File: src/qspi_csr_pkg.sv
// Shared address map, register layouts, write masks and reset values for the QSPI CSR block
`default_nettype none

package qspi_csr_pkg;

  localparam int DATA_W   = 32;
  // Only the low offset bits take part in register decode
  localparam int OFFSET_W = 12;

  typedef enum logic [3:0] {
    REG_ID,
    REG_CTRL,
    REG_STATUS,
    REG_INT_EN,
    REG_INT_STAT,
    REG_CLK_DIV,
    REG_CS_CTRL,
    REG_CMD_CFG,
    REG_CMD_OP,
    REG_CMD_ADDR,
    REG_CMD_LEN,
    REG_FIFO_TX,
    REG_FIFO_RX,
    REG_FIFO_STAT,
    REG_NONE
  } reg_sel_t;

  // ------------------------------------------------------------
  // Address map, packed without gaps
  // ------------------------------------------------------------
  localparam logic [OFFSET_W-1:0] ADDR_ID        = 12'h000;
  localparam logic [OFFSET_W-1:0] ADDR_CTRL      = 12'h004;
  localparam logic [OFFSET_W-1:0] ADDR_STATUS    = 12'h008;
  localparam logic [OFFSET_W-1:0] ADDR_INT_EN    = 12'h00C;
  localparam logic [OFFSET_W-1:0] ADDR_INT_STAT  = 12'h010;
  localparam logic [OFFSET_W-1:0] ADDR_CLK_DIV   = 12'h014;
  localparam logic [OFFSET_W-1:0] ADDR_CS_CTRL   = 12'h018;
  localparam logic [OFFSET_W-1:0] ADDR_CMD_CFG   = 12'h01C;
  localparam logic [OFFSET_W-1:0] ADDR_CMD_OP    = 12'h020;
  localparam logic [OFFSET_W-1:0] ADDR_CMD_ADDR  = 12'h024;
  localparam logic [OFFSET_W-1:0] ADDR_CMD_LEN   = 12'h028;
  localparam logic [OFFSET_W-1:0] ADDR_FIFO_TX   = 12'h02C;
  localparam logic [OFFSET_W-1:0] ADDR_FIFO_RX   = 12'h030;
  localparam logic [OFFSET_W-1:0] ADDR_FIFO_STAT = 12'h034;

  localparam logic [DATA_W-1:0] ID_VALUE = 32'h1A00_1081;

  // ------------------------------------------------------------
  // Register layouts
  // ------------------------------------------------------------
  typedef struct packed {
    logic [31:10] rsvd_hi;
    logic         hold_en;
    logic         cmd_trigger;  // write-only, reads 0
    logic [7:6]   rsvd_mid;
    logic         lsb_first;
    logic         cpha;
    logic         cpol;
    logic         quad_en;
    logic         rsvd_lo;
    logic         enable;
  } ctrl_t;

  typedef struct packed {
    logic [31:3] rsvd;
    logic [2:0]  div;
  } clk_div_t;

  typedef struct packed {
    logic [31:5] rsvd;
    logic [1:0]  cs_delay;
    logic [1:0]  cs_level;
    logic        cs_auto;
  } cs_ctrl_t;

  typedef struct packed {
    logic [31:14] rsvd;
    logic         mode_en;
    logic         is_write;
    logic [3:0]   dummy_cycles;
    logic [1:0]   addr_bytes;
    logic [1:0]   data_lanes;
    logic [1:0]   addr_lanes;
    logic [1:0]   cmd_lanes;
  } cmd_cfg_t;

  typedef struct packed {
    logic [31:16] rsvd;
    logic [7:0]   mode_bits;
    logic [7:0]   opcode;
  } cmd_op_t;

  // Same bit order as qspi_events_t so a set pulse maps straight onto its status bit
  typedef struct packed {
    logic rx_full;
    logic tx_empty;
    logic cmd_done;
  } int_vec_t;

  typedef struct packed {
    logic rx_full_set;
    logic tx_empty_set;
    logic cmd_done_set;
  } qspi_events_t;

  // Laid out as the low bits of the FIFO_STAT word
  typedef struct packed {
    logic       rx_full;
    logic       tx_empty;
    logic [3:0] rx_level;
    logic [3:0] tx_level;
  } fifo_status_t;

  localparam logic [DATA_W-1:0] CTRL_WMASK    = 32'h0000_023D;
  localparam logic [DATA_W-1:0] CLK_DIV_WMASK = 32'h0000_0007;
  localparam logic [DATA_W-1:0] CS_CTRL_WMASK = 32'h0000_001F;
  localparam logic [DATA_W-1:0] CS_CTRL_RESET = 32'h0000_0001;
  localparam logic [DATA_W-1:0] CMD_CFG_WMASK = 32'h0000_3FFF;
  localparam logic [DATA_W-1:0] CMD_OP_WMASK  = 32'h0000_FFFF;
  localparam logic [DATA_W-1:0] INT_EN_WMASK  = 32'h0000_0007;

  // Expand byte strobes into a bit mask
  function automatic logic [DATA_W-1:0] strb_mask(input logic [DATA_W/8-1:0] strb);
    logic [DATA_W-1:0] m;
    for (int i = 0; i < DATA_W / 8; i++) begin
      m[8*i +: 8] = {8{strb[i]}};
    end
    return m;
  endfunction

endpackage

`default_nettype wire

File: src/apb_decode.sv
// APB access decode: turns the address into a register select, write/read enables and PSLVERR
`timescale 1ns/1ps
`default_nettype none

module apb_decode #(
  parameter int ADDR_W = 12  // must cover the decoded offset bits
) (
  input  wire                                 pclk,
  input  wire                                 presetn,
  input  wire                                 psel_i,
  input  wire                                 penable_i,
  input  wire                                 pwrite_i,
  input  wire [ADDR_W-1:0]                    paddr_i,
  input  wire [qspi_csr_pkg::DATA_W/8-1:0]    pstrb_i,
  input  wire                                 trig_lockout_i,
  output qspi_csr_pkg::reg_sel_t              reg_sel_o,
  output logic                                wr_en_o,
  output logic                                rd_en_o,
  output logic                                pready_o,
  output logic                                pslverr_o,
  output logic                                fifo_tx_we_o
);
  import qspi_csr_pkg::*;

  logic [OFFSET_W-1:0] offset;
  logic                access;
  logic                writable;

  assign offset = paddr_i[OFFSET_W-1:0];
  assign access = psel_i & penable_i;

  always_comb begin
    case (offset)
      ADDR_ID:        reg_sel_o = REG_ID;
      ADDR_CTRL:      reg_sel_o = REG_CTRL;
      ADDR_STATUS:    reg_sel_o = REG_STATUS;
      ADDR_INT_EN:    reg_sel_o = REG_INT_EN;
      ADDR_INT_STAT:  reg_sel_o = REG_INT_STAT;
      ADDR_CLK_DIV:   reg_sel_o = REG_CLK_DIV;
      ADDR_CS_CTRL:   reg_sel_o = REG_CS_CTRL;
      ADDR_CMD_CFG:   reg_sel_o = REG_CMD_CFG;
      ADDR_CMD_OP:    reg_sel_o = REG_CMD_OP;
      ADDR_CMD_ADDR:  reg_sel_o = REG_CMD_ADDR;
      ADDR_CMD_LEN:   reg_sel_o = REG_CMD_LEN;
      ADDR_FIFO_TX:   reg_sel_o = REG_FIFO_TX;
      ADDR_FIFO_RX:   reg_sel_o = REG_FIFO_RX;
      ADDR_FIFO_STAT: reg_sel_o = REG_FIFO_STAT;
      default:        reg_sel_o = REG_NONE;
    endcase
  end

  // STATUS stays writable for its done-bit clear
  assign writable = !(reg_sel_o inside {REG_ID, REG_FIFO_RX, REG_FIFO_STAT, REG_NONE});

  // Zero wait state, every transfer ends in its access phase
  assign pready_o     = 1'b1;
  assign wr_en_o      = access & pwrite_i & writable;
  assign rd_en_o      = access & ~pwrite_i & (reg_sel_o != REG_NONE);
  assign pslverr_o    = access & pwrite_i & (~writable | trig_lockout_i);
  assign fifo_tx_we_o = wr_en_o & (reg_sel_o == REG_FIFO_TX);

  // ------------------------------------------------------------
  // Protocol checks
  // ------------------------------------------------------------
  a_penable_needs_psel: assert property (
    @(posedge pclk) disable iff (!presetn) penable_i |-> psel_i);

  a_wr_rd_exclusive: assert property (
    @(posedge pclk) disable iff (!presetn) !(wr_en_o && rd_en_o));

  // Setup-phase controls must hold into the access phase
  a_setup_stable: assert property (
    @(posedge pclk) disable iff (!presetn)
    (psel_i && !penable_i) |=> ($stable(paddr_i) && $stable(pwrite_i) && $stable(pstrb_i)));

endmodule

`default_nettype wire

File: src/csr_field_reg.sv
// Byte-strobed, write-masked configuration register; one instance per plain CSR
`timescale 1ns/1ps
`default_nettype none

module csr_field_reg #(
  parameter type                    T         = logic [31:0],
  parameter qspi_csr_pkg::reg_sel_t SEL       = qspi_csr_pkg::REG_NONE,
  parameter logic [31:0]            WMASK     = 32'hFFFF_FFFF,
  parameter logic [31:0]            RESET_VAL = 32'h0000_0000
) (
  input  wire                              pclk,
  input  wire                              presetn,
  input  qspi_csr_pkg::reg_sel_t           reg_sel_i,
  input  wire                              wr_en_i,
  input  wire [qspi_csr_pkg::DATA_W-1:0]   pwdata_i,
  input  wire [qspi_csr_pkg::DATA_W/8-1:0] pstrb_i,
  output T                                 q_o
);
  import qspi_csr_pkg::*;

  logic [DATA_W-1:0] q_r;
  logic [DATA_W-1:0] bit_en;

  // Only bits that are both strobed and writable change
  assign bit_en = strb_mask(pstrb_i) & WMASK;

  always_ff @(posedge pclk or negedge presetn) begin
    if (!presetn) begin
      q_r <= RESET_VAL;
    end else if (wr_en_i && (reg_sel_i == SEL)) begin
      q_r <= (q_r & ~bit_en) | (pwdata_i & bit_en);
    end
  end

  assign q_o = T'(q_r[$bits(T)-1:0]);

endmodule

`default_nettype wire

File: src/ctrl_trigger.sv
// CTRL register with the write-one-to-start command trigger and its busy lockout
`timescale 1ns/1ps
`default_nettype none

module ctrl_trigger (
  input  wire                              pclk,
  input  wire                              presetn,
  input  qspi_csr_pkg::reg_sel_t           reg_sel_i,
  input  wire                              wr_en_i,
  input  wire [qspi_csr_pkg::DATA_W-1:0]   pwdata_i,
  input  wire [qspi_csr_pkg::DATA_W/8-1:0] pstrb_i,
  input  wire                              busy_i,
  input  wire                              cmd_trigger_clr_i,
  output qspi_csr_pkg::ctrl_t              ctrl_o,
  output logic                             cmd_start_o,
  output logic                             trig_lockout_o
);
  import qspi_csr_pkg::*;

  ctrl_t             ctrl_q;
  ctrl_t             ctrl_next;
  logic [DATA_W-1:0] bit_en;
  logic              ctrl_wr;
  logic              trig_wr;
  logic              trig_ok;
  logic              trig_q;

  assign ctrl_wr = wr_en_i && (reg_sel_i == REG_CTRL);
  assign bit_en  = strb_mask(pstrb_i) & CTRL_WMASK;

  // Value after this write, so enable and trigger may share one transfer
  assign ctrl_next = ctrl_wr ? ctrl_t'((ctrl_q & ~bit_en) | (pwdata_i & bit_en)) : ctrl_q;

  assign trig_wr        = ctrl_wr && pstrb_i[1] && pwdata_i[8];
  assign trig_ok        = trig_wr && ctrl_next.enable && !busy_i;
  assign trig_lockout_o = trig_wr && busy_i;

  // cmd_trigger sits outside the mask and is never stored
  always_ff @(posedge pclk or negedge presetn) begin
    if (!presetn) begin
      ctrl_q <= '0;
    end else begin
      ctrl_q <= ctrl_next;
    end
  end

  // Start request, held until the command engine acknowledges
  always_ff @(posedge pclk or negedge presetn) begin
    if (!presetn) begin
      trig_q <= 1'b0;
    end else if (cmd_trigger_clr_i) begin
      trig_q <= 1'b0;
    end else if (trig_ok) begin
      trig_q <= 1'b1;
    end
  end

  assign ctrl_o      = ctrl_q;
  assign cmd_start_o = trig_q;

  a_start_needs_enable: assert property (
    @(posedge pclk) disable iff (!presetn) $rose(cmd_start_o) |-> ctrl_q.enable);

endmodule

`default_nettype wire

File: src/event_status.sv
// Sticky interrupt status, command-done latch and the interrupt line
`timescale 1ns/1ps
`default_nettype none

module event_status (
  input  wire                              pclk,
  input  wire                              presetn,
  input  qspi_csr_pkg::reg_sel_t           reg_sel_i,
  input  wire                              wr_en_i,
  input  wire [qspi_csr_pkg::DATA_W-1:0]   pwdata_i,
  input  wire [qspi_csr_pkg::DATA_W/8-1:0] pstrb_i,
  input  qspi_csr_pkg::qspi_events_t       events_i,
  input  qspi_csr_pkg::int_vec_t           int_en_i,
  output qspi_csr_pkg::int_vec_t           int_stat_o,
  output logic                             cmd_done_o,
  output logic                             irq_o
);
  import qspi_csr_pkg::*;

  int_vec_t int_stat_q;
  int_vec_t set_vec;
  int_vec_t clr_vec;
  logic     done_q;
  logic     done_clr;

  assign set_vec = int_vec_t'(events_i);

  // Write-one-to-clear, all three bits live in byte 0
  assign clr_vec = (wr_en_i && (reg_sel_i == REG_INT_STAT) && pstrb_i[0]) ?
                   int_vec_t'(pwdata_i[2:0]) : int_vec_t'(3'b000);

  assign done_clr = wr_en_i && (reg_sel_i == REG_STATUS) && pstrb_i[0] && pwdata_i[0];

  // A set in the same cycle as a clear wins
  always_ff @(posedge pclk or negedge presetn) begin
    if (!presetn) begin
      int_stat_q <= '0;
      done_q     <= 1'b0;
    end else begin
      int_stat_q <= int_vec_t'((int_stat_q & ~clr_vec) | set_vec);
      done_q     <= events_i.cmd_done_set | (done_q & ~done_clr);
    end
  end

  assign int_stat_o = int_stat_q;
  assign cmd_done_o = done_q;
  assign irq_o      = |(int_en_i & int_stat_q);

endmodule

`default_nettype wire

File: src/read_return.sv
// Read data mux for all registers and the single-pop control of the RX FIFO window
`timescale 1ns/1ps
`default_nettype none

module read_return (
  input  wire                              pclk,
  input  wire                              presetn,
  input  wire                              psel_i,
  input  qspi_csr_pkg::reg_sel_t           reg_sel_i,
  input  wire                              rd_en_i,
  input  qspi_csr_pkg::ctrl_t              ctrl_i,
  input  qspi_csr_pkg::clk_div_t           clk_div_i,
  input  qspi_csr_pkg::cs_ctrl_t           cs_ctrl_i,
  input  qspi_csr_pkg::cmd_cfg_t           cmd_cfg_i,
  input  qspi_csr_pkg::cmd_op_t            cmd_op_i,
  input  wire [qspi_csr_pkg::DATA_W-1:0]   cmd_addr_i,
  input  wire [qspi_csr_pkg::DATA_W-1:0]   cmd_len_i,
  input  qspi_csr_pkg::int_vec_t           int_en_i,
  input  qspi_csr_pkg::int_vec_t           int_stat_i,
  input  wire                              cmd_done_i,
  input  wire                              busy_i,
  input  qspi_csr_pkg::fifo_status_t       fifo_status_i,
  input  wire [qspi_csr_pkg::DATA_W-1:0]   fifo_rx_data_i,
  output logic [qspi_csr_pkg::DATA_W-1:0]  prdata_o,
  output logic                             fifo_rx_re_o
);
  import qspi_csr_pkg::*;

  logic [DATA_W-1:0] status_word;
  logic [DATA_W-1:0] fifo_stat_word;
  logic              rx_rd;
  logic              pop_seen;

  assign status_word = {20'd0, fifo_status_i.rx_level, fifo_status_i.tx_level,
                        2'b00, busy_i, cmd_done_i};
  assign fifo_stat_word = {22'd0, fifo_status_i};

  // Zero outside a read access phase; FIFO_TX is write only
  always_comb begin
    prdata_o = '0;
    if (rd_en_i) begin
      case (reg_sel_i)
        REG_ID:        prdata_o = ID_VALUE;
        REG_CTRL:      prdata_o = ctrl_i;
        REG_STATUS:    prdata_o = status_word;
        REG_INT_EN:    prdata_o = {29'd0, int_en_i};
        REG_INT_STAT:  prdata_o = {29'd0, int_stat_i};
        REG_CLK_DIV:   prdata_o = clk_div_i;
        REG_CS_CTRL:   prdata_o = cs_ctrl_i;
        REG_CMD_CFG:   prdata_o = cmd_cfg_i;
        REG_CMD_OP:    prdata_o = cmd_op_i;
        REG_CMD_ADDR:  prdata_o = cmd_addr_i;
        REG_CMD_LEN:   prdata_o = cmd_len_i;
        REG_FIFO_RX:   prdata_o = fifo_rx_data_i;
        REG_FIFO_STAT: prdata_o = fifo_stat_word;
        default:       prdata_o = '0;
      endcase
    end
  end

  // ------------------------------------------------------------
  // RX window pop, once per streak of FIFO_RX reads
  // ------------------------------------------------------------
  assign rx_rd = rd_en_i && (reg_sel_i == REG_FIFO_RX);

  always_ff @(posedge pclk or negedge presetn) begin
    if (!presetn) begin
      pop_seen <= 1'b0;
    end else if (rx_rd) begin
      pop_seen <= 1'b1;
    end else if (psel_i && (reg_sel_i != REG_FIFO_RX)) begin
      pop_seen <= 1'b0;
    end
  end

  assign fifo_rx_re_o = rx_rd && !pop_seen;

  a_single_cycle_pop: assert property (
    @(posedge pclk) disable iff (!presetn) fifo_rx_re_o |=> !fifo_rx_re_o);

endmodule

`default_nettype wire

File: src/qspi_csr_top.sv
// Top of the QSPI APB register block; connects decode, register stages and read return
`timescale 1ns/1ps
`default_nettype none

module qspi_csr_top #(
  parameter int ADDR_W = 12
) (
  input  wire                              pclk,
  input  wire                              presetn,
  input  wire                              psel_i,
  input  wire                              penable_i,
  input  wire                              pwrite_i,
  input  wire [ADDR_W-1:0]                 paddr_i,
  input  wire [qspi_csr_pkg::DATA_W-1:0]   pwdata_i,
  input  wire [qspi_csr_pkg::DATA_W/8-1:0] pstrb_i,
  output logic [qspi_csr_pkg::DATA_W-1:0]  prdata_o,
  output logic                             pready_o,
  output logic                             pslverr_o,
  input  wire                              busy_i,
  input  wire                              cmd_trigger_clr_i,
  input  qspi_csr_pkg::qspi_events_t       events_i,
  input  qspi_csr_pkg::fifo_status_t       fifo_status_i,
  input  wire [qspi_csr_pkg::DATA_W-1:0]   fifo_rx_data_i,
  output qspi_csr_pkg::ctrl_t              ctrl_o,
  output qspi_csr_pkg::clk_div_t           clk_div_o,
  output qspi_csr_pkg::cs_ctrl_t           cs_ctrl_o,
  output qspi_csr_pkg::cmd_cfg_t           cmd_cfg_o,
  output qspi_csr_pkg::cmd_op_t            cmd_op_o,
  output logic [qspi_csr_pkg::DATA_W-1:0]  cmd_addr_o,
  output logic [qspi_csr_pkg::DATA_W-1:0]  cmd_len_o,
  output logic                             cmd_start_o,
  output logic                             fifo_tx_we_o,
  output logic [qspi_csr_pkg::DATA_W-1:0]  fifo_tx_data_o,
  output logic                             fifo_rx_re_o,
  output logic                             irq_o
);
  import qspi_csr_pkg::*;

  reg_sel_t reg_sel;
  logic     wr_en;
  logic     rd_en;
  logic     trig_lockout;
  int_vec_t int_en;
  int_vec_t int_stat;
  logic     cmd_done;

  assign fifo_tx_data_o = pwdata_i;

  // ------------------------------------------------------------
  // Decode and control stages
  // ------------------------------------------------------------
  apb_decode #(.ADDR_W(ADDR_W)) u_decode (
    .pclk, .presetn, .psel_i, .penable_i, .pwrite_i, .paddr_i, .pstrb_i,
    .trig_lockout_i(trig_lockout), .reg_sel_o(reg_sel), .wr_en_o(wr_en),
    .rd_en_o(rd_en), .pready_o, .pslverr_o, .fifo_tx_we_o
  );

  ctrl_trigger u_ctrl (
    .pclk, .presetn, .reg_sel_i(reg_sel), .wr_en_i(wr_en), .pwdata_i, .pstrb_i,
    .busy_i, .cmd_trigger_clr_i, .ctrl_o, .cmd_start_o, .trig_lockout_o(trig_lockout)
  );

  event_status u_events (
    .pclk, .presetn, .reg_sel_i(reg_sel), .wr_en_i(wr_en), .pwdata_i, .pstrb_i,
    .events_i, .int_en_i(int_en), .int_stat_o(int_stat), .cmd_done_o(cmd_done), .irq_o
  );

  // Plain configuration registers
  csr_field_reg #(.T(clk_div_t), .SEL(REG_CLK_DIV), .WMASK(CLK_DIV_WMASK)) u_clk_div (
    .pclk, .presetn, .reg_sel_i(reg_sel), .wr_en_i(wr_en), .pwdata_i, .pstrb_i,
    .q_o(clk_div_o)
  );

  csr_field_reg #(.T(cs_ctrl_t), .SEL(REG_CS_CTRL), .WMASK(CS_CTRL_WMASK),
                  .RESET_VAL(CS_CTRL_RESET)) u_cs_ctrl (
    .pclk, .presetn, .reg_sel_i(reg_sel), .wr_en_i(wr_en), .pwdata_i, .pstrb_i,
    .q_o(cs_ctrl_o)
  );

  csr_field_reg #(.T(cmd_cfg_t), .SEL(REG_CMD_CFG), .WMASK(CMD_CFG_WMASK)) u_cmd_cfg (
    .pclk, .presetn, .reg_sel_i(reg_sel), .wr_en_i(wr_en), .pwdata_i, .pstrb_i,
    .q_o(cmd_cfg_o)
  );

  csr_field_reg #(.T(cmd_op_t), .SEL(REG_CMD_OP), .WMASK(CMD_OP_WMASK)) u_cmd_op (
    .pclk, .presetn, .reg_sel_i(reg_sel), .wr_en_i(wr_en), .pwdata_i, .pstrb_i,
    .q_o(cmd_op_o)
  );

  csr_field_reg #(.T(logic [DATA_W-1:0]), .SEL(REG_CMD_ADDR)) u_cmd_addr (
    .pclk, .presetn, .reg_sel_i(reg_sel), .wr_en_i(wr_en), .pwdata_i, .pstrb_i,
    .q_o(cmd_addr_o)
  );

  csr_field_reg #(.T(logic [DATA_W-1:0]), .SEL(REG_CMD_LEN)) u_cmd_len (
    .pclk, .presetn, .reg_sel_i(reg_sel), .wr_en_i(wr_en), .pwdata_i, .pstrb_i,
    .q_o(cmd_len_o)
  );

  csr_field_reg #(.T(int_vec_t), .SEL(REG_INT_EN), .WMASK(INT_EN_WMASK)) u_int_en (
    .pclk, .presetn, .reg_sel_i(reg_sel), .wr_en_i(wr_en), .pwdata_i, .pstrb_i,
    .q_o(int_en)
  );

  // Read data path
  read_return u_read (
    .pclk, .presetn, .psel_i, .reg_sel_i(reg_sel), .rd_en_i(rd_en),
    .ctrl_i(ctrl_o), .clk_div_i(clk_div_o), .cs_ctrl_i(cs_ctrl_o),
    .cmd_cfg_i(cmd_cfg_o), .cmd_op_i(cmd_op_o), .cmd_addr_i(cmd_addr_o),
    .cmd_len_i(cmd_len_o), .int_en_i(int_en), .int_stat_i(int_stat),
    .cmd_done_i(cmd_done), .busy_i, .fifo_status_i, .fifo_rx_data_i,
    .prdata_o, .fifo_rx_re_o
  );

endmodule

`default_nettype wire

File: config.mk
export PLATFORM = sky130hd
export DESIGN_NAME = qspi_csr_top
export DESIGN_NICKNAME = d
export VERILOG_FILES = /design/src/qspi_csr_pkg.sv /design/src/apb_decode.sv /design/src/csr_field_reg.sv /design/src/ctrl_trigger.sv /design/src/event_status.sv /design/src/read_return.sv /design/src/qspi_csr_top.sv
export SDC_FILE = /design/constraint.sdc
export NUM_CORES = 1
export LEC_CHECK = 0
export BUFFER_PORTS_ARGS = -buffer_cell sky130_fd_sc_hd__buf_4
export CAP_MARGIN = 20
export CORE_AREA = 3 3 154 156
export CTS_BUF_LIST = sky130_fd_sc_hd__clkbuf_8
export DETAILED_ROUTE_END_ITERATION = 16
export DIE_AREA = 0 0 157 159
export PLACE_DENSITY = 0.76
export SYNTH_ARGS = -nofsm -noshare
export SYNTH_HDL_FRONTEND = slang
export SYNTH_HIERARCHICAL = 1
export SYNTH_SLANG_ARGS = --single-unit
File: constraint.sdc
create_clock -name pclk -period 7.3 [get_ports pclk]
set_input_delay 0.73 -clock pclk [delete_from_list [all_inputs] [get_ports pclk]]
set_output_delay 0.73 -clock pclk [all_outputs]
set_load 0.005 [all_outputs]
======== Yosys cells after proc, flatten, opt, wreduce, memory -nomap -nowiden ========
Memory sizes are Yosys's and may differ from the RTL's.
Index checks and enable logic that the tools add are counted.
word-level totals
  word-level logic and storage cells ...... 123
  bits in registers ....................... 262
  memories ................................ 1
  input bits .............................. 100
  memory bits (read-only) ................. 256
  output and inout bits ................... 294
cells by class
  equality and inequality tests ........... 16
  bitwise operators ....................... 44
  mux-type cells .......................... 9
  reductions and logical operators ........ 30
memories
  memory           depth  bits a word  rd ports  clocked after Yosys merged registers in  wr ports  RTL line          source
  (no name shown)  64     4            1         0                                        0         apb_decode.sv:33  case (offset)
operators by type and width
  kind                count
  $pmux 32 s13        1
  $and 32x32->32      9
  $or 32x32->32       8
  $and 32x10->32      1
  $and 32x14->32      1
  $and 32x16->32      1
  $and 32x3->32       1
  $and 32x5->32       1
  $mux 32             1
  $not 10->32         1
  $not 14->32         1
  $not 16->32         1
  $not 3->32          1
  $not 32->32         1
  $not 5->32          1
  $eq 4x4->1 const B  7
  $logic_and 1x1->1   21
  $eq 4x3->1 const B  4
  $and 1x1->1         8
  $eq 4x2->1 const B  2
  $ne 4x4->1 const B  2
  $and 3x3->3         2
  $logic_not 6->1     1
  $mux 1              5
  12 further kinds    17

======== Depth between registers and ports, before layout ========
Gate-level depths: netlist of run 1.
  depth after elaboration ................. 13
  mapped depth ............................ 10
  mapped depth without buffers ............ 7

======== Hierarchy ========
The synthesis of run 1 kept the hierarchy.
modules (own cells, without submodules)
  module                          area an instance (um^2)  cells an instance  instances
  csr_field_reg (u_cmd_addr ...)  1260.0                   69                 2
  read_return                     2093.3                   287                1
  csr_field_reg (u_cmd_op)        747.0                    53                 1
  csr_field_reg (u_cmd_cfg)       705.7                    52                 1
  ctrl_trigger                    555.5                    55                 1
  csr_field_reg (u_cs_ctrl)       431.7                    40                 1
  csr_field_reg (u_clk_div)       351.6                    38                 1
  qspi_csr_top                    240.2                    32                 1
  event_status                    212.7                    19                 1
  apb_decode                      156.4                    19                 1
  csr_field_reg (u_int_en)        137.6                    9                  1

======== Least setup slack after synthesis of run 1 ========
OpenSTA, ideal clock, no wires.
  kind .................................... in2out
  start point ............................. input port paddr_i[7]
  end point ............................... output port prdata_o[11] (netlist bit)
  setup slack ............................. 2.117 ns
  cell stages on the path ................. 9
  path buffers ............................ 3
  data arrival time ....................... 4.453 ns
  cells stage by stage .................... nor4_2 nand2_2 nor3b_1 buf_4 and4b_1 buf_2 buf_1 a222oi_1 a31oi_1
on the way
  cells in the longest elaborated chain, start to end .. 5
  elaborated cells on any way between the ends .. 19
ends and longest elaborated chain
  element                                             RTL line                             source
  start, declared                                     qspi_csr_top.sv:13                   input wire [ADDR_W-1:0] paddr_i,
  $logic_not 6->1 (*)                                 apb_decode.sv:33
  $mux 4 (*)                                          apb_decode.sv:33
  via reg_sel[0]                                      qspi_csr_top.sv:39                   reg_sel_t reg_sel;
  $eq 4x4->1, or another cell as far along            read_return.sv:42                    case (reg_sel_i)
  $pmux 32 s13 / $and 1x1->1 (equally long branches)  read_return.sv:42, apb_decode.sv:58
  $mux 32 (*)                                         read_return.sv:41                    if (rd_en_i) begin
  end, declared                                       qspi_csr_top.sv:16                   output logic [qspi_csr_pkg::DATA_W-1:0] prdata_o,
Mark *: on every way through the listed nets, which the timed path passes. The rest lies on a longest branch.

======== Final worst setup path of run 1 ========
  start point ............................. input port paddr_i[7]
  end point ............................... output port prdata_o[27] (netlist bit)
Same word-level chain as after synthesis.

==> results of run 1 <==
[path summary, 6_finish.rpt]
path                       cells after the start                      startpoint  slack [ns]                        endpoint
min in group pclk                              2               cmd_trigger_clr_i        0.47  u_ctrl/cmd_start_o$_DFFE_PN0P_
max in group asynchronous                      2                         presetn        5.67      asynchronous set/reset pin
max                                            9                      paddr_i[7]        2.51                    prdata_o[27]
max reg2reg                                    2  u_ctrl/cmd_start_o$_DFFE_PN0P_        6.45  u_ctrl/cmd_start_o$_DFFE_PN0P_
min                                            1                         presetn        0.36      asynchronous set/reset pin
min reg2reg                                    2     u_read/pop_seen$_DFFE_PN0P_        0.52     u_read/pop_seen$_DFFE_PN0P_
[worst max-delay path, stage by stage]
cell	delay [ns]
buf_4	0.12
nor4_2	0.32
nand2_2	0.19
or2_2	0.69
nand3b_1	0.38
nor2_4	0.89
a221oi_1	0.38
a31oi_1	0.22
buf_4	0.14
[Yosys cell counts (8+ instances only)]
| master | n |
|---|---|
| buf_4 | 155 |
| dfrtp_1 | 116 |
| mux2_2 | 110 |
| a221oi_1 | 31 |
| a22o_1 | 29 |
| a31oi_1 | 26 |
| nand2_1 | 25 |
| a222oi_1 | 23 |
| buf_2 | 20 |
| a21oi_1 | 18 |
| inv_1 | 14 |
| nand3_1 | 14 |
| a22oi_1 | 13 |
| nor2_1 | 10 |
| nor3b_4 | 9 |
| mux2i_1 | 8 |
[layout make-up]
cell class,instances,area (sq um),share of cell area
tap,285,356.6,0.03497
clock inverter,11,101.3,0.009939
multi-input combinational,533,4277,0.4194
sequential,117,2929,0.2872
antenna,2,5.005,0.0004908
inverter,15,56.30,0.005521
clock buffer,20,275.3,0.02699
timing repair buffer,290,2197,0.2155
[where the power goes]
group | total, mW | switching, mW | internal, mW
logic | 0.129 | 0.0771 | 0.0515
registers | 0.648 | 0.00000375 | 0.648
clock network | 0.579 | 0.283 | 0.295
total | 1.35 | 0.360 | 0.995
[cells by family after synthesis]
kind of cell / share of synthesized area
buffers and inverters: 0.1734
AO/OA/AOI/OAI: 0.1702
AND/OR/NAND/NOR: 0.1297
multiplexers: 0.1645
flip-flops: 0.3593
other: 0.002763
[routing by layer]
metal / up-vias / share of wire / GRT usage
li1: 3054 / - / -
met1: 3568 / 0.37 / 0.2819
met2: 487 / 0.50 / 0.4116
met3: 82 / 0.090 / 0.05599
met4: 0 / 0.040 / 0.09749
met5: - / 0 / 0
[metrics by stage]
stage               utilization  setup WS (ns)  area [sq um]
floorplan                     -          2.117          8568
global placement         0.4350          2.691          9788
detailed placement       0.4350          2.630          9788
CTS                      0.4517          2.623         10160
global route             0.4532          2.418         10200
finish                   0.4532          2.508         10200
==> results.json, run 1 <==
{
  "maxSlewViolCount": 0,
  "cts_tree": "built",
  "yosysTopAreaCellShare": 0.3561,
  "dp_cells": 1239,
  "netlist_area_sq_um": 8152,
  "ys_types": 71,
  "stdcell_count": 1273,
  "hold_slack_ns": 0.3592,
  "ctsResizeCount": 0,
  "fmax_ghz": 0.2087,
  "clockBufferDepth": 2,
  "ys_seq_elements": 117,
  "final_nets": 1074,
  "synth_flop_cell": "dfrtp_1",
  "finalSetupViolations": 0,
  "synth.area.top_cells": "dfrtp_1 36%, mux2_2 15%, buf_4 14%",
  "worst_pin_slew_ns": 1.117,
  "post-route-period-util": 0.6565,
  "grt_max_degree": 63,
  "dieArea_sq_um": 24960,
  "final_cell_mix": "289 x buf_4, 117 x conb_1, 116 x dfrtp_1, 110 x mux2_2, 31 x a221oi_1",
  "slew_headroom": 0.2535,
  "route.detailed.drc": 0,
  "vias_per_cell": 5.649,
  "drtPass1Iterations": 5,
  "hold_buffers": 0,
  "power_leakage_nw": 5.077,
  "gp_congestion": 0.8705,
  "period_needed_ns": 4.792,
  "ys_warn_count": 6,
  "cts_max_level": 4,
  "num_rows": 55,
  "fin_skew_ns": 0.0001902,
  "total_power_mw": 1.355,
  "dpl.hpwl_um": 23260,
  "critPathCaptureType": "output port",
  "timing.final.hold_violations": 0,
  "syn_to_final_growth_pct": 25.10,
  "grt_setup_unrepaired": "false",
  "vias": 7191,
  "cts_sinks": 117,
  "cts_root_buffer": "clkbuf_8",
  "cap_violations": 0,
  "syn_inst": 742,
  "synth_edf_count": 0,
  "insertion_delay_ns": 0.43,
  "die_h_um": 159,
  "io_pins": 394,
  "layout-drive-gt1-share": 0.4858,
  "final.fill_count": 2181,
  "wl_um": 31570,
  "initial_core_util": 0.3622,
  "power.density_nw_per_um2": 132.9,
  "status": "finished, final reports clean",
  "cp-start-kind": "input pin",
  "hold_class": "in -> async",
  "first_iter_violations": 696,
  "post_cts_buffers": 0,
  "first_global_vias": 7177,
  "antenna_found_initial": 2,
  "yosysTopAreaCell": "dfrtp_1",
  "path_class": "in -> out",
  "synth_seq_area_share": 0.3593,
  "layout_commonest_cell": "buf_4",
  "avgSynthCellArea_sq_um": 10.99,
  "postRouteAntennaNets": 0,
  "cp.required_ns": 6.57,
  "cts_buffers": 17,
  "path_clk_slew_ns": 0.08,
  "setup_tns_ns": 0,
  "crit_arrival_ns": 4.06,
  "core_area_sq_um": 22500,
  "peakVddDrop_mv": 0.1004,
  "grt_pass1_wl_um": 44910,
  "overflow": 0,
  "io_buffers": 276,
  "die_w_um": 157,
  "wire_per_inst_um": 24.80,
  "grt_use_total": 0.2382,
  "async_flop_share": 1.000,
  "crit_fanout": 42
}
(Power assumes the default switching activity.)
==> inputs of run 2 (changes only) <==
CORE_AREA = 3 3 153 155   (was 3 3 154 156)
DIE_AREA = 0 0 156 158   (was 0 0 157 159)
PLACE_DENSITY = 0.79   (was 0.76)
clock period = 4.3 ns   (was 7.3 ns; I/O delays follow)
==> run 2 against run 1 <==
Net effect: sequential power is 70% higher; flip-flop and latch count is the same; non-clock buffer count rose by 13; cell count up 0.55%; worst setup slack lost 1.9 ns; clock power rose by 93%; critical path depth up 1; combinational power rose by 72%; global-route usage rose by 0.38 points; die area is 1.3% lower; sequential share of layout area fell by 0.38 points; total power grew 80%; critical endpoint is now prdata_o[12]; largest power group is now clock.
==> results.json, run 2 (synthesis results as in run 1) <==
{
  "status": "finished, final reports clean",
  "setup_tns_ns": 0,
  "slowest_delay_ns": 0.66,
  "core_area_sq_um": 21960,
  "cts_sinks": 117,
  "cp.required_ns": 3.87,
  "fin_skew_ns": 0.0001234,
  "worst_path_max_delay_cell": "nor2b_1",
  "cts_root_buffer": "clkbuf_8",
  "cp_cell_sequence": "buf_4 -> nor4_2 -> nand2_2 -> nor3b_4 -> buf_4 -> nor2b_1 -> o2bb2ai_1 -> a221oi_1 -> a31oi_1 -> buf_4",
  "route.detailed.drc": 0,
  "vias_per_cell": 5.662,
  "peakVddDrop_mv": 0.1601,
  "final_nets": 1087,
  "total_power_mw": 2.445,
  "dpl.hpwl_um": 24180,
  "diodes": 0,
  "grt_pass1_wl_um": 44440,
  "vias": 7247,
  "clockBufferDepth": 2,
  "final_cell_mix": "301 x buf_4, 117 x conb_1, 116 x dfrtp_1, 110 x mux2_2, 31 x a221oi_1",
  "power_leakage_nw": 5.156,
  "crit_arrival_ns": 3.23,
  "cp-start-kind": "input pin",
  "die_w_um": 156,
  "hold_path_depth": 2,
  "maxSlewViolCount": 0,
  "syn_to_final_growth_pct": 26.78,
  "reg2regPathDepth": 2,
  "post_cts_buffers": 0,
  "hold_slack_ns": 0.1471,
  "antenna_found_initial": 1,
  "critPathBufInv": 3,
  "path_depth": 10,
  "io_buffers": 276,
  "slew_headroom": 0.2186,
  "dieArea_sq_um": 24650,
  "cts_max_level": 4,
  "cap_violations": 0,
  "post-route-period-util": 0.8516,
  "fmax_ghz": 0.2731,
  "cp_top_family": "simple AND/OR/NAND/NOR gates",
  "overflow": 0,
  "gp_congestion": 0.9258,
  "die_h_um": 158,
  "wl_um": 32000,
  "ctsResizeCount": 0,
  "timing.final.hold_violations": 0,
  "hold_class": "in -> reg",
  "num_rows": 54,
  "drtPass1Iterations": 6,
  "hold_buffers": 1,
  "power.density_nw_per_um2": 236.6,
  "cts_tree": "built",
  "path_class": "in -> out",
  "first_iter_violations": 771,
  "worst_pin_slew_ns": 1.168,
  "first_global_vias": 7141,
  "wire_per_inst_um": 25.00,
  "crit_fanout": 12,
  "cp_common_cell": "buf_4",
  "critPathCaptureType": "output port",
  "finalSetupViolations": 0,
  "path_clk_slew_ns": 0.08,
  "insertion_delay_ns": 0.44,
  "layout-drive-gt1-share": 0.4930,
  "grt_setup_unrepaired": "false",
  "period_needed_ns": 3.662,
  "io_pins": 394,
  "grt_max_degree": 46,
  "layout_commonest_cell": "buf_4",
  "grt_use_total": 0.2419,
  "postRouteAntennaNets": 0,
  "initial_core_util": 0.3712,
  "cts_buffers": 17
}
## run 2: changes by cell type in the layout (fill, tap and decap cells not counted), sizes merged
cell         delta
clkinvlp        +1
buf            +12
dlygate4sd3     +1
clkbuf          -3
diode           -2
inv             +6
bufinv          +2
clkinv          -5
## run 2: layout make-up
| cell class | instances | area, sq um |
|---|---|---|
| clock buffer | 17 | 234.0 |
| clock inverter | 15 | 191.4 |
| fill | 2063 | 11620 |
| inverter | 15 | 56.30 |
| multi-input combinational | 533 | 4284 |
| sequential | 117 | 2929 |
| tap | 280 | 350.3 |
| timing repair buffer | 303 | 2290 |
## run 2: final timing paths
| path | from | endpoint | slack (ns) |
|---|---|---|---|
| min | cmd_trigger_clr_i | u_ctrl/cmd_start_o$_DFFE_PN0P_ | 0.15 |
| min in group asynchronous | presetn | asynchronous set/reset pin | 0.44 |
| max in group asynchronous | presetn | asynchronous set/reset pin | 2.88 |
| max | paddr_i[7] | prdata_o[12] | 0.64 |
| max reg2reg | u_ctrl/cmd_start_o$_DFFE_PN0P_ | u_ctrl/cmd_start_o$_DFFE_PN0P_ | 3.44 |
| min reg2reg | u_read/pop_seen$_DFFE_PN0P_ | u_read/pop_seen$_DFFE_PN0P_ | 0.54 |
## run 2: per-layer routing
layer | vias to the layer above | part of all wire | routed length (um) | track usage
li1 | 3075 | - | - | -
met1 | 3594 | 0.36 | 11550 | 0.2749
met2 | 500 | 0.51 | 16280 | 0.4392
met3 | 76 | 0.10 | 3222 | 0.07190
met4 | 2 | 0.029 | 928 | 0.07149
met5 | - | 0.00041 | 13 | 0
## run 2: power by group
group | total (mW) | internal [mW] | switching, mW
Combinational | 0.222 | 0.0891 | 0.133
Sequential | 1.10 | 1.10 | 0.00000598
Clock | 1.12 | 0.590 | 0.534
Total | 2.45 | 1.78 | 0.667
## run 2: per-stage QoR
| stage | cell area, sq um | std cells | util | setup slack, ns |
|---|---|---|---|---|
| 2_1_floorplan | 8573 | 853 | - | 0.6448 |
| 3_3_place_gp | 9899 | 1247 | 0.4508 | 0.7341 |
| 3_5_place_dp | 9899 | 1247 | 0.4508 | 0.6734 |
| 4_1_cts | 10330 | 1280 | 0.4707 | 0.6602 |
| 5_1_grt | 10330 | 1280 | 0.4707 | 0.4685 |
| 6_report | 10330 | 1280 | 0.4707 | 0.6381 |
